File: src/include/lc3_defs.svh
`ifndef LC3_DEFS_SVH
`define LC3_DEFS_SVH

// --------------------
// widths and sizes
// --------------------
`define LC3_WORD_W   16
`define LC3_REG_N    8
`define LC3_REG_W    3

`define LC3_RESET_PC 16'h3000  // first fetch after reset

// --------------------
// opcodes, bits 15:12
// --------------------
`define LC3_OP_BR    4'b0000
`define LC3_OP_ADD   4'b0001
`define LC3_OP_LD    4'b0010
`define LC3_OP_ST    4'b0011
`define LC3_OP_AND   4'b0101
`define LC3_OP_NOT   4'b1001
`define LC3_OP_LEA   4'b1110
`define LC3_OP_TRAP  4'b1111  // only halts the core here

`endif
File: src/source/lc3_pkg.sv
`include "lc3_defs.svh"

package lc3_pkg;

    // --------------------
    // instruction word views
    // --------------------
    typedef struct packed {
        logic [3:0]            opcode;
        logic [`LC3_REG_W-1:0] dr;
        logic [`LC3_REG_W-1:0] sr1;
        logic                  imm_flag;  // 1: imm5, 0: sr2 in [2:0]
        logic [4:0]            imm5_sr2;
    } instr_op_t;

    typedef struct packed {
        logic [3:0]            opcode;
        logic [`LC3_REG_W-1:0] reg_f;     // dr, nzp or sr
        logic [8:0]            pcoffset9;
    } instr_pco_t;

    typedef union packed {
        instr_op_t  op;
        instr_pco_t pco;
    } lc3_instr_u;

    // --------------------
    // transfer records
    // --------------------
    typedef struct packed {
        logic [`LC3_WORD_W-1:0] addr;
        logic [`LC3_WORD_W-1:0] wdata;
        logic                   we;
    } mem_cmd_t;

    typedef struct packed {
        logic [`LC3_WORD_W-1:0] pc_inc;
        lc3_instr_u             instr;
    } fetch_t;

    typedef enum logic [2:0] {op_add, op_and, op_not, op_ld, op_st, op_lea} op_kind_t;

    typedef struct packed {
        op_kind_t               op;
        logic [`LC3_REG_W-1:0]  dr;
        logic [`LC3_WORD_W-1:0] a;
        logic [`LC3_WORD_W-1:0] b;       // imm, sr2 or store data
        logic [`LC3_WORD_W-1:0] pc_inc;
        logic [`LC3_WORD_W-1:0] offset;  // sign-extended pcoffset9
        logic                   set_cc;
    } issue_t;

    typedef struct packed {
        op_kind_t               op;
        logic [`LC3_REG_W-1:0]  dr;
        logic [`LC3_WORD_W-1:0] result;  // alu value or effective address
        logic [`LC3_WORD_W-1:0] sdata;
        logic                   set_cc;
    } exec_t;

    typedef struct packed {
        logic                   valid;
        logic [`LC3_REG_W-1:0]  dr;
        logic [`LC3_WORD_W-1:0] data;
        logic                   set_cc;
    } wb_t;

endpackage

File: src/source/lc3_top.sv
`include "lc3_defs.svh"

module lc3_top import lc3_pkg::*; (
    input  logic                   clk,
    input  logic                   rst,
    output logic                   mem_req,
    output mem_cmd_t               mem_cmd,
    input  logic                   mem_ack,
    input  logic [`LC3_WORD_W-1:0] mem_rdata,
    output logic                   halted
);

    logic                   fetch_req, fetch_done, data_req, data_done;
    logic [`LC3_WORD_W-1:0] fetch_addr, rdata, redirect_pc;
    mem_cmd_t               data_cmd;
    logic                   redirect, stop, pipe_empty, ex_busy, mw_busy;
    logic                   fd_valid, fd_ready, de_valid, de_ready, em_valid, em_ready;
    fetch_t                 fd;
    issue_t                 de;
    exec_t                  em;
    wb_t                    wb;

    assign pipe_empty = !(ex_busy || mw_busy);

    lc3_mem_port i_mem_port (
        .clk, .rst, .fetch_req, .fetch_addr, .fetch_done, .data_req, .data_cmd,
        .data_done, .rdata, .mem_req, .mem_cmd, .mem_ack, .mem_rdata
    );

    lc3_fetch i_fetch (
        .clk, .rst, .fetch_req, .fetch_addr, .fetch_done, .rdata, .redirect, .redirect_pc,
        .out_valid(fd_valid), .out_ready(fd_ready), .out(fd), .stop
    );

    lc3_decode i_decode (
        .clk, .rst, .in_valid(fd_valid), .in_ready(fd_ready), .in(fd),
        .out_valid(de_valid), .out_ready(de_ready), .out(de), .wb,
        .redirect, .redirect_pc, .stop, .halted, .pipe_empty
    );

    lc3_execute i_execute (
        .clk, .rst, .in_valid(de_valid), .in_ready(de_ready), .in(de),
        .out_valid(em_valid), .out_ready(em_ready), .out(em), .busy(ex_busy)
    );

    lc3_mem_wb i_mem_wb (
        .clk, .rst, .in_valid(em_valid), .in_ready(em_ready), .in(em),
        .data_req, .data_cmd, .data_done, .rdata, .wb, .busy(mw_busy)
    );

endmodule

File: src/source/lc3_mem_wb.sv
`include "lc3_defs.svh"

module lc3_mem_wb import lc3_pkg::*; (
    input  logic                   clk,
    input  logic                   rst,
    input  logic                   in_valid,
    output logic                   in_ready,
    input  exec_t                  in,
    output logic                   data_req,
    output mem_cmd_t               data_cmd,
    input  logic                   data_done,
    input  logic [`LC3_WORD_W-1:0] rdata,
    output wb_t                    wb,
    output logic                   busy
);

    exec_t cur;
    logic  is_mem;
    logic  retire;

    assign is_mem = (cur.op == op_ld) || (cur.op == op_st);
    assign retire = busy && (!is_mem || data_done);  // alu ops go in one cycle

    // request held until the port answers
    assign data_req = busy && is_mem;
    assign data_cmd = '{addr: cur.result, wdata: cur.sdata, we: cur.op == op_st};

    assign wb.valid  = retire && (cur.op != op_st);
    assign wb.dr     = cur.dr;
    assign wb.data   = (cur.op == op_ld) ? rdata : cur.result;
    assign wb.set_cc = cur.set_cc;

    assign in_ready = !busy || retire;

    always_ff @(posedge clk) begin
        if (rst) busy <= 1'b0;
        else if (in_valid && in_ready) busy <= 1'b1;
        else if (retire) busy <= 1'b0;
    end

    always_ff @(posedge clk) begin
        if (in_valid && in_ready) cur <= in;
    end

endmodule

File: src/source/lc3_execute.sv
module lc3_execute import lc3_pkg::*; (
    input  logic   clk,
    input  logic   rst,
    input  logic   in_valid,
    output logic   in_ready,
    input  issue_t in,
    output logic   out_valid,
    input  logic   out_ready,
    output exec_t  out,
    output logic   busy
);

    exec_t res;

    always_comb begin
        res.op     = in.op;
        res.dr     = in.dr;
        res.sdata  = in.b;
        res.set_cc = in.set_cc;
        case (in.op)
            op_add:  res.result = in.a + in.b;
            op_and:  res.result = in.a & in.b;
            op_not:  res.result = ~in.a;
            default: res.result = in.pc_inc + in.offset;  // ld, st, lea address
        endcase
    end

    assign in_ready = !out_valid || out_ready;
    assign busy     = out_valid;

    always_ff @(posedge clk) begin
        if (rst) out_valid <= 1'b0;
        else if (in_valid && in_ready) out_valid <= 1'b1;
        else if (out_ready) out_valid <= 1'b0;
    end

    always_ff @(posedge clk) begin
        if (in_valid && in_ready) out <= res;
    end

endmodule

File: src/source/lc3_decode.sv
`include "lc3_defs.svh"

module lc3_decode import lc3_pkg::*; (
    input  logic                   clk,
    input  logic                   rst,
    input  logic                   in_valid,
    output logic                   in_ready,
    input  fetch_t                 in,
    output logic                   out_valid,
    input  logic                   out_ready,
    output issue_t                 out,
    input  wb_t                    wb,
    output logic                   redirect,
    output logic [`LC3_WORD_W-1:0] redirect_pc,
    output logic                   stop,
    output logic                   halted,
    input  logic                   pipe_empty
);

    logic [`LC3_WORD_W-1:0] regs [`LC3_REG_N];
    logic [`LC3_REG_N-1:0]  pend;    // write outstanding per register
    logic [2:0]             cc_cnt;  // cc writers in flight
    logic                   flag_n, flag_z, flag_p;

    lc3_instr_u             instr;
    logic [3:0]             opcode;
    logic                   is_add, is_and, is_not, is_br, is_ld, is_st, is_lea, is_trap;
    logic                   use_sr1, use_sr2, use_dst, issue, set_cc;
    logic                   hazard, accept, taken, cc_inc, cc_dec;
    logic [`LC3_WORD_W-1:0] imm_ext, off_ext;
    op_kind_t               kind;

    // --------------------
    // decode
    // --------------------
    assign instr   = in.instr;
    assign opcode  = instr.op.opcode;
    assign is_add  = opcode == `LC3_OP_ADD;
    assign is_and  = opcode == `LC3_OP_AND;
    assign is_not  = opcode == `LC3_OP_NOT;
    assign is_br   = opcode == `LC3_OP_BR;
    assign is_ld   = opcode == `LC3_OP_LD;
    assign is_st   = opcode == `LC3_OP_ST;
    assign is_lea  = opcode == `LC3_OP_LEA;
    assign is_trap = opcode == `LC3_OP_TRAP;

    assign use_sr1 = is_add | is_and | is_not;
    assign use_sr2 = (is_add | is_and) & ~instr.op.imm_flag;
    assign use_dst = is_add | is_and | is_not | is_ld | is_lea;
    assign set_cc  = is_add | is_and | is_not | is_ld;  // lea leaves cc alone
    assign issue   = use_dst | is_st;

    assign imm_ext = {{11{instr.op.imm5_sr2[4]}}, instr.op.imm5_sr2};
    assign off_ext = {{7{instr.pco.pcoffset9[8]}}, instr.pco.pcoffset9};

    always_comb begin
        case (opcode)
            `LC3_OP_AND: kind = op_and;
            `LC3_OP_NOT: kind = op_not;
            `LC3_OP_LD:  kind = op_ld;
            `LC3_OP_ST:  kind = op_st;
            `LC3_OP_LEA: kind = op_lea;
            default:     kind = op_add;
        endcase
    end

    // --------------------
    // hazards and branch
    // --------------------
    assign hazard = (use_sr1 & pend[instr.op.sr1])
                  | (use_sr2 & pend[instr.op.imm5_sr2[2:0]])
                  | (use_dst & pend[instr.op.dr])
                  | (is_st & pend[instr.pco.reg_f])
                  | (is_br & (cc_cnt != 3'd0));

    assign in_ready    = !stop && !hazard && (!issue || !out_valid || out_ready);
    assign accept      = in_valid && in_ready;
    assign taken       = |(instr.pco.reg_f & {flag_n, flag_z, flag_p});
    assign redirect    = accept && is_br && taken;
    assign redirect_pc = in.pc_inc + off_ext;

    assign cc_inc = accept && set_cc;
    assign cc_dec = wb.valid && wb.set_cc;

    always_ff @(posedge clk) begin
        if (wb.valid) regs[wb.dr] <= wb.data;
    end

    always_ff @(posedge clk) begin
        if (rst) begin
            {flag_n, flag_z, flag_p} <= 3'b010;
            pend   <= '0;
            cc_cnt <= 3'd0;
        end else begin
            if (cc_dec) begin
                flag_n <= wb.data[15];
                flag_z <= wb.data == '0;
                flag_p <= !wb.data[15] && (wb.data != '0);
            end
            if (wb.valid) pend[wb.dr] <= 1'b0;
            if (accept && use_dst) pend[instr.op.dr] <= 1'b1;  // after the clear
            if (cc_inc && !cc_dec) cc_cnt <= cc_cnt + 1'b1;
            else if (!cc_inc && cc_dec) cc_cnt <= cc_cnt - 1'b1;
        end
    end

    // --------------------
    // issue register
    // --------------------
    always_ff @(posedge clk) begin
        if (rst) out_valid <= 1'b0;
        else if (accept && issue) out_valid <= 1'b1;
        else if (out_ready) out_valid <= 1'b0;
    end

    always_ff @(posedge clk) begin
        if (accept && issue) begin
            out.op     <= kind;
            out.dr     <= instr.op.dr;
            out.a      <= regs[instr.op.sr1];
            out.pc_inc <= in.pc_inc;
            out.offset <= off_ext;
            out.set_cc <= set_cc;
            if (is_st) out.b <= regs[instr.pco.reg_f];  // store data
            else if (instr.op.imm_flag) out.b <= imm_ext;
            else out.b <= regs[instr.op.imm5_sr2[2:0]];
        end
    end

    always_ff @(posedge clk) begin
        if (rst) begin
            stop   <= 1'b0;
            halted <= 1'b0;
        end else begin
            if (accept && is_trap) stop <= 1'b1;
            if (stop && pipe_empty && !out_valid && pend == '0) halted <= 1'b1;  // sticky
        end
    end

endmodule

File: src/source/lc3_fetch.sv
`include "lc3_defs.svh"

module lc3_fetch import lc3_pkg::*; (
    input  logic                   clk,
    input  logic                   rst,
    output logic                   fetch_req,
    output logic [`LC3_WORD_W-1:0] fetch_addr,
    input  logic                   fetch_done,
    input  logic [`LC3_WORD_W-1:0] rdata,
    input  logic                   redirect,
    input  logic [`LC3_WORD_W-1:0] redirect_pc,
    output logic                   out_valid,
    input  logic                   out_ready,
    output fetch_t                 out,
    input  logic                   stop
);

    logic [`LC3_WORD_W-1:0] pc;
    logic                   pending;     // read in flight
    logic                   hold_valid;
    fetch_t                 hold;
    logic                   take;
    logic                   start;

    assign fetch_req  = pending;
    assign fetch_addr = pc;
    assign out_valid  = hold_valid;
    assign out        = hold;

    assign take  = fetch_done && !redirect;
    assign start = !pending && !stop && !redirect && (!hold_valid || out_ready);

    always_ff @(posedge clk) begin
        if (rst) begin
            pc         <= `LC3_RESET_PC;
            pending    <= 1'b0;
            hold_valid <= 1'b0;
        end else begin
            if (fetch_done) begin
                pending <= 1'b0;
            end else if (start) begin
                pending <= 1'b1;
            end

            if (redirect) begin
                pc         <= redirect_pc;
                hold_valid <= 1'b0;                      // drop wrong-path item
            end else if (take) begin
                pc         <= pc + 1'b1;
                hold_valid <= 1'b1;
            end else if (out_ready) begin
                hold_valid <= 1'b0;
            end
        end
    end

    always_ff @(posedge clk) begin
        if (take) begin
            hold.pc_inc <= pc + 1'b1;
            hold.instr  <= rdata;
        end
    end

endmodule

File: src/source/lc3_mem_port.sv
`include "lc3_defs.svh"

module lc3_mem_port import lc3_pkg::*; (
    input  logic                   clk,
    input  logic                   rst,
    input  logic                   fetch_req,
    input  logic [`LC3_WORD_W-1:0] fetch_addr,
    output logic                   fetch_done,
    input  logic                   data_req,
    input  mem_cmd_t               data_cmd,
    output logic                   data_done,
    output logic [`LC3_WORD_W-1:0] rdata,
    output logic                   mem_req,
    output mem_cmd_t               mem_cmd,
    input  logic                   mem_ack,
    input  logic [`LC3_WORD_W-1:0] mem_rdata
);

    typedef enum logic [1:0] {s_idle, s_ack_hi, s_ack_lo, s_done} state_t;

    state_t state;
    logic   owner_data;  // transfer belongs to the data channel

    always_ff @(posedge clk) begin
        if (rst) begin
            state      <= s_idle;
            mem_req    <= 1'b0;
            owner_data <= 1'b0;
        end else begin
            case (state)
                s_idle: begin
                    if (data_req || fetch_req) begin
                        mem_req    <= 1'b1;
                        owner_data <= data_req;  // data wins a tie
                        state      <= s_ack_hi;
                    end
                end
                s_ack_hi: begin
                    if (mem_ack) begin
                        mem_req <= 1'b0;
                        state   <= s_ack_lo;
                    end
                end
                s_ack_lo: begin
                    if (!mem_ack) state <= s_done;
                end
                default: state <= s_idle;  // done lasts one cycle
            endcase
        end
    end

    // command latched at acceptance, held until the next one
    always_ff @(posedge clk) begin
        if (state == s_idle && data_req) begin
            mem_cmd <= data_cmd;
        end else if (state == s_idle && fetch_req) begin
            mem_cmd <= '{addr: fetch_addr, wdata: '0, we: 1'b0};
        end
        if (state == s_ack_hi && mem_ack) rdata <= mem_rdata;  // valid while ack high
    end

    assign data_done  = (state == s_done) && owner_data;
    assign fetch_done = (state == s_done) && !owner_data;

endmodule

File: config.mk
export PLATFORM = sky130hd
export DESIGN_NAME = lc3_top
export DESIGN_NICKNAME = d
export VERILOG_FILES = /design/src/source/lc3_pkg.sv /design/src/source/lc3_top.sv /design/src/source/lc3_mem_wb.sv /design/src/source/lc3_execute.sv /design/src/source/lc3_decode.sv /design/src/source/lc3_fetch.sv /design/src/source/lc3_mem_port.sv
export VERILOG_INCLUDE_DIRS = /design/src /design/src/include
export SDC_FILE = /design/constraint.sdc
export NUM_CORES = 1
export LEC_CHECK = 0
export ABC_AREA = 1
export ABC_CLOCK_PERIOD_IN_PS = 6000
export BUFFER_PORTS_ARGS = -buffer_cell sky130_fd_sc_hd__buf_2
export CAP_MARGIN = 10
export CORE_MARGIN = 2
export CORE_UTILIZATION = 35
export CTS_BUF_LIST = sky130_fd_sc_hd__clkbuf_2
export CTS_CLUSTER_SIZE = 16
export DETAILED_ROUTE_END_ITERATION = 8
export RECOVER_POWER = 50
export SLEW_MARGIN = 20
export SYNTH_ARGS = -nofsm -noshare
export SYNTH_HDL_FRONTEND = slang
export SYNTH_SLANG_ARGS = --single-unit
File: constraint.sdc
create_clock -name clk -period 6 [get_ports clk]
set_input_delay 1.2 -clock clk [delete_from_list [all_inputs] [get_ports clk]]
set_output_delay 1.2 -clock clk [all_outputs]
set_load 0.01 [all_outputs]
Yosys cells after proc, flatten, opt, wreduce, memory -nomap -nowiden
Memory sizes are Yosys's and may differ from the RTL's. A register that Yosys moved wholly into a read port is not among the register bits.
Cells that the tools add are included.
{"block": "classes", "n_lt_le_gt_ge": 6, "n_reduce_logical": 77, "bitwise": 22, "n_mux": 43, "add_sub_neg": 6, "n_eq_ne": 18}
{"operator": "$mux 16", "n": 5}
{"operator": "$mux 33", "n": 2}
{"operator": "$add 16x16->16", "n": 3}
{"operator": "$pmux 16 s3", "n": 1}
{"operator": "$logic_and 1x1->1", "n": 32}
{"operator": "$mux 8", "n": 3}
{"operator": "$mux 1", "n": 17}
{"operator": "$add 16x1->16 const B", "n": 1}
{"operator": "$and 16x16->16", "n": 1}
{"operator": "$logic_not 16->1", "n": 1}
{"operator": "$lt 3x4->1 const B", "n": 4}
{"operator": "$not 16->16", "n": 1}
{"operator": "$reduce_bool 16->1", "n": 1}
{"operator": "$reduce_bool 2->1", "n": 8}
{"operator": "$logic_not 1->1", "n": 15}
{"operator": "$pmux 3 s5", "n": 1}
{"operator": "$eq 4x4->1 const B", "n": 3}
{"operator": "$mux 3", "n": 4}
{"operator": "$bmux 1 s3", "n": 3}
{"operator": "$logic_or 1x1->1", "n": 9}
{"operator": "$or 1x1->1", "n": 9}
{"operator": "$and 8x8->8", "n": 1}
{"operator": "$eq 4x2->1 const B", "n": 2}
{"operator": "$logic_not 8->1", "n": 1}
{"operator": "other kinds (30)", "n": 44}
{"block": "totals", "ram_bits": 128, "out_inout_bits": 35, "inputBits": 19, "register_bits": 248, "memories": 1, "elab_cells": 211}
{"name": "i_decode.regs", "words": 8, "width": 16, "read_ports": 3, "rd_clocked_by_memory_dff": 3, "wr": 1, "line_no": "lc3_decode.sv:20", "rtl": "logic [`LC3_WORD_W-1:0] regs [`LC3_REG_N];"}

Depth between registers and ports, before layout
{"block": "logic_depth", "ltp_word": 19, "ltp_mapped": 19, "depth_no_buf": 19}

By module
A second synthesis with hierarchy kept.
{"block": "hier_totals", "cells_unflattened": 2153, "hier_area_um2": 20360.8}
{"module": "lc3_decode", "area_per_inst_um2": 10914.2, "cells_each": 1177, "seq_area_each_um2": 6105.9, "instances": 1}
{"module": "lc3_execute", "area_per_inst_um2": 3492.1, "cells_each": 488, "seq_area_each_um2": 1191.1, "instances": 1}
{"module": "lc3_mem_port", "area_per_inst_um2": 2144.6, "cells_each": 154, "seq_area_each_um2": 1551.5, "instances": 1}
{"module": "lc3_fetch", "area_per_inst_um2": 2055.7, "cells_each": 191, "seq_area_each_um2": 1321.3, "instances": 1}
{"module": "lc3_mem_wb", "area_per_inst_um2": 1750.4, "cells_each": 142, "seq_area_each_um2": 1191.1, "instances": 1}
{"module": "lc3_top", "area_per_inst_um2": 3.8, "cells_each": 1, "seq_area_each_um2": 0.0, "instances": 1}

Worst setup path after synthesis
No wires, ideal clock.
{"block": "synth_timing", "path_kind": "reg2reg", "startpoint": "register i_fetch.out[8] (netlist name)", "endpoint": "register i_decode.out[0] (netlist name) (enable)", "setup_slack_ps": 2765, "n_path_buf": 1, "required_time_ps": 5582, "arrival_time_ps": 2817, "period_less_slack_ps": 3235, "setup_ps": 418, "path_stages_with_launch": 11, "path_cell_list": "edfxtp_1 > buf_2 > clkinv_1 > o21ai_0 > nor2_1 > nor2_1 > nor2_4 > nand2_2 > nor2_2 > nand2_1 > inv_1"}
{"block": "synth_between", "elab_chain_cells": 12}
{"item": "$bmux 1 s3", "line_no": "lc3_decode.sv:70", "rtl": "assign hazard = (use_sr1 & pend[instr.op.sr1])"}
{"item": "$mux 1 (implied by the code)", "line_no": "lc3_decode.sv:70"}
{"item": "$and 1x1->1", "line_no": "lc3_decode.sv:70"}
{"item": "$or 1x1->1", "line_no": "lc3_decode.sv:71", "rtl": "| (use_sr2 & pend[instr.op.imm5_sr2[2:0]])"}
{"item": "$or 1x1->1", "line_no": "lc3_decode.sv:72", "rtl": "| (use_dst & pend[instr.op.dr])"}
{"item": "$or 1x1->1", "line_no": "lc3_decode.sv:73", "rtl": "| (is_st & pend[instr.pco.reg_f])"}
{"item": "$or 1x1->1", "line_no": "lc3_decode.sv:74", "rtl": "| (is_br & (cc_cnt != 3'd0));"}
{"item": "$logic_not 1->1", "line_no": "lc3_decode.sv:76", "rtl": "assign in_ready = !stop && !hazard && (!issue || !out_valid || out_ready);"}
{"item": "$logic_and 1x1->1 (2 in a row)", "line_no": "lc3_decode.sv:76"}
{"item": "$logic_and 1x1->1", "line_no": "lc3_decode.sv:77", "rtl": "assign accept = in_valid && in_ready;"}
{"item": "$logic_and 1x1->1", "line_no": "lc3_decode.sv:117", "rtl": "if (accept && issue) begin"}
{"item": "end: declaration", "line_no": "lc3_decode.sv:11", "rtl": "output issue_t out,"}
No other way between the ends. The select of a mux whose other input is x is not followed.
A chain may end at the register's enable or synchronous reset.

Final worst setup path
{"block": "layout_timing", "startpoint": "register i_fetch.out[6] (netlist name)", "endpoint": "register i_fetch.hold (netlist bit i_fetch.out[31]) (enable)"}
{"block": "layout_between", "elab_chain_cells": 15}
{"item": "$bmux 1 s3", "line_no": "lc3_decode.sv:70"}
{"item": "$mux 1 (implied by the code)", "line_no": "lc3_decode.sv:70"}
{"item": "$and 1x1->1", "line_no": "lc3_decode.sv:70"}
{"item": "$or 1x1->1", "line_no": "lc3_decode.sv:71"}
{"item": "$or 1x1->1", "line_no": "lc3_decode.sv:72"}
{"item": "$or 1x1->1", "line_no": "lc3_decode.sv:73"}
{"item": "$or 1x1->1", "line_no": "lc3_decode.sv:74"}
{"item": "$logic_not 1->1", "line_no": "lc3_decode.sv:76"}
{"item": "$logic_and 1x1->1 (2 in a row)", "line_no": "lc3_decode.sv:76"}
{"item": "$logic_and 1x1->1", "line_no": "lc3_decode.sv:77"}
{"item": "$logic_and 1x1->1 (2 in a row)", "line_no": "lc3_decode.sv:79", "rtl": "assign redirect = accept && is_br && taken;"}
{"item": "$logic_not 1->1", "line_no": "lc3_fetch.sv:30", "rtl": "assign take = fetch_done && !redirect;"}
{"item": "$logic_and 1x1->1", "line_no": "lc3_fetch.sv:30"}
{"item": "via i_fetch.take", "line_no": "lc3_fetch.sv:22", "rtl": "logic take;"}
{"item": "end: declaration", "line_no": "lc3_fetch.sv:21", "rtl": "fetch_t hold;"}
The timed path passes the listed nets, and every way through them passes these cells. The select of a mux whose other input is x is not followed.

==> results.sh <==
export IMPL_synth_ff_type="edfxtp_1"
export IMPL_worstSetupPathType="reg2reg"
export IMPL_critPathMaxFanout=54
export IMPL_ys_top_cells_by_area="edfxtp_1 53%, o21ai_0 7.0%, nand2_1 6.0%"
export IMPL_yosysMostFrequentCell="edfxtp_1"
export IMPL_drc=0
export IMPL_row_count=87
export IMPL_tightest_slew_ns=2.412
export IMPL_synth_xor_area_frac=0.01453
export IMPL_hold_violations=0
export IMPL_die_h_um=242.4
export IMPL_setup_tns_ns=0
export IMPL_area_growth_pct=9.825
export IMPL_total_power_mw=6.478
export IMPL_place_congestion=0.8943
export IMPL_crit_required_ns=6.74
export IMPL_cts_buffers_inserted=104
export IMPL_port_buffers=53
export IMPL_fmax_mhz=231.4
export IMPL_vias=15993
export IMPL_arrival_ns=5.06
export IMPL_initial_core_util=0.3535
export IMPL_p_comb_frac=0.200
export IMPL_endpoint_kind="flip-flop"
export IMPL_utilization=0.3882
export IMPL_clock_sinks=398
export IMPL_cts_buffer_depth=3
export IMPL_fin_crit_ns=4.322
export IMPL_syn_nets=2139
export IMPL_detail_route_wl_per_cell_um=19.54
export IMPL_io_pins=54
export IMPL_pre_cts_ws_ns=2.161
export IMPL_die_x_um=242.4
export IMPL_powerDensity_nw_per_um2=296.5
export IMPL_maxCapViolCount=3
export IMPL_rsz0062_at_grt="no"
export IMPL_startpoint="i_fetch.out[6]"
export IMPL_clockPowerShare=0.293
export IMPL_rr_startpoint="i_fetch.out[6]"
export IMPL_track_usage=0.1972
export IMPL_nNetsFinal=2230
export IMPL_sw_frac_of_total=0.3327
export IMPL_async_flop_share=0
export IMPL_slew_viol_final=135
export IMPL_clkTransAtPathRegs_ns=0.09
export IMPL_synth_top_area_cell="edfxtp_1"
export IMPL_start_kind="flip-flop"
export IMPL_drtAntennaViolNets=0
export IMPL_hp_start="mem_rdata[14]"
export IMPL_synthSimpleGateAreaFrac=0.1415
export IMPL_syn_mean_instance_area_um2=9.638
export IMPL_syn_area_um2=19890
export IMPL_core_um2=56280
export IMPL_synth_top_family_by_area="compound AO/OA/AOI/OAI gates"
export IMPL_synth_compound_area_share=0.1705
export IMPL_synth_distinct_cells=49
export IMPL_cts_root_buf="clkbuf_2"
export IMPL_final_instance_count_excl_fill=2996
export IMPL_viasPerCell=5.338
export IMPL_leakagePower_nw=8.464
export IMPL_grt_max_degree=106
export IMPL_grt_overflow=0
export IMPL_synth_fa_ha_area_frac=0.03673
export IMPL_drt_total_wl_um=58550
export IMPL_cts_resized_gates=0
export IMPL_setup_viol=0
export IMPL_cts_tree="yes"
export IMPL_ys_seq_area_frac=0.5771
export IMPL_synth_mux_area_frac=0.001132
export IMPL_p_sw_mw=2.156
export IMPL_cts_hold_buf=0
export IMPL_place_inst=2805
export IMPL_cts_setup_buffers=0
export IMPL_synthCells=2064
export IMPL_ir_worst_vdd_mv=0.1422
export IMPL_first_pass_iters=7
export IMPL_failed_checks="max-capacitance violations, max-slew violations"
export IMPL_finClkSkew_ns=0.09369
export IMPL_seqPwrFrac=0.507
export IMPL_fin_crit_sh=0.7204
export IMPL_synth_seq_cells=398
export IMPL_die_area_um2=58760
export IMPL_synth_top_area_frac=0.5298
export IMPL_htree_levels=3
export IMPL_grt_pass1_wl_um=89210
export IMPL_yosys_warnings=0
export IMPL_internal_power_mw=4.323
export IMPL_clk_latency_ns=1.11
export IMPL_max_slew_margin_rel=-0.6080
export IMPL_antenna_found_initial=2
export IMPL_dp_hpwl_um=39600
export IMPL_dr_first_iter_drc_count=1342
export IMPL_grt_pass1_vias=15621
export IMPL_synth_edf_count=351
export IMPL_hp_class="in2reg"
export IMPL_drive_above_1_share=0.1170
export IMPL_synthTopCellsByCount="351 x edfxtp_1, 316 x nand2_1, 279 x o21ai_0"
export IMPL_postLayoutSetupSlackWorst_ns=1.678
export IMPL_status="finished, violations left"
power groups by stage:
| stage | Clock [mW] | Sequential (mW) | Combinational [mW] |
|---|---|---|---|
| 2_1_floorplan | 0 | 3.34 | 0.836 |
| 3_3_place_gp | 0 | 3.35 | 1.26 |
| 3_5_place_dp | 0 | 3.35 | 1.27 |
| 4_1_cts | 1.97 | 3.28 | 1.28 |
| 5_1_grt | 2.10 | 3.30 | 1.43 |
| 6_report | 1.90 | 3.28 | 1.30 |
worst paths after layout:
check	endpoint	slack, ns	cells past startpoint
worst max-delay path	i_fetch.out[31]	1.68	11
worst min-delay path	i_mem_port.rdata[14]	0.28	1
worst max register to register	i_fetch.out[31]	1.68	11
worst min register to register	i_mem_wb.data_cmd[7]	0.40	0
area by class of cell:
cell class	count	area [um2]
Inverter	204	765.7
Tap cell	756	945.9
Sequential cell	398	11480
Fill cell	5596	34430
Clock buffer	149	745.7
Multi-Input combinational cell	1365	7223
Clock inverter	41	225.2
Timing Repair Buffer	82	454.2
Antenna cell	1	2.502
worst max-delay path, cell delays in order, from the launching register on:
cell and delay, ns:
edfxtp_1 0.40, inv_1 1.21, or2_1 0.23, nand2_1 0.06, nand3_1 0.08, nand2_1 0.05, nor2_1 0.22, nor2_4 0.10
nand4_4 0.29, nand2_1 0.37, inv_1 0.55, buf_4 0.39
cell families (layout without fill, tap and decap cells):
group	after synthesis	in the layout
AND/OR/NAND/NOR	653	653
AO/OA/AOI/OAI	621	621
flip-flops	398	398
buffers and inverters	301	476
adder cells (fa/ha/maj)	56	56
XOR/XNOR	33	33
multiplexers	2	2
other	0	1
metrics by stage:
| stage | hold slack (ns) | cell area (um2) |
|---|---|---|
| final | 0.2827 | 21850 |
| after global routing | 0.2004 | 21850 |
| after CTS | 0.1390 | 21900 |
| after detailed placement | 0.4045 | 20930 |
| after global placement | 0.4015 | 20930 |
| after floorplan | 0.4003 | 19890 |
layout by cell type, fill, tap and decap left out, drive strengths merged, types with 3 or more instances in the layout:
| master | count |
|---|---|
| ha | 52 |
| dfxtp | 47 |
| a21o | 6 |
| o211ai | 63 |
| o221ai | 3 |
| o21ai | 292 |
| a31oi | 20 |
| clkbuf | 158 |
| o31ai | 3 |
| nand3b | 10 |
| a21oi | 212 |
| xnor2 | 11 |
| nor4 | 8 |
| nand4 | 14 |
| a221oi | 3 |
| nor3 | 19 |
| nand3 | 111 |
| nand2 | 319 |
| inv | 201 |
| o2111ai | 8 |
| edfxtp | 351 |
| fa | 4 |
| nor2 | 161 |
| clkinv | 40 |
| buf | 73 |
| or2 | 8 |
| xor2 | 22 |
| a211oi | 3 |
flip-flops by register name, indices dropped and copies added (netlist names), 2 cells and up, named ones only:
name and count:
i_decode.regs 128, i_decode.pend 8, i_mem_wb.wb 4, i_fetch.fetch_addr 16, i_execute.out 39, i_mem_port.mem_cmd 33, i_decode.out 64, i_fetch.out 32
i_mem_wb.data_cmd 32, i_mem_wb.cur 3, i_mem_port.state 2, i_mem_port.rdata 16, i_decode.cc_cnt 3
metal layers:
metal / track usage / share of wire / vias up
li1: - / - / 7555
met1: 0.2482 / 0.42 / 7584
met2: 0.3219 / 0.47 / 712
met3: 0.04930 / 0.084 / 142
met4: 0.08460 / 0.032 / 0
met5: 0 / 0 / -
Power figures use the tool's default switching activity.
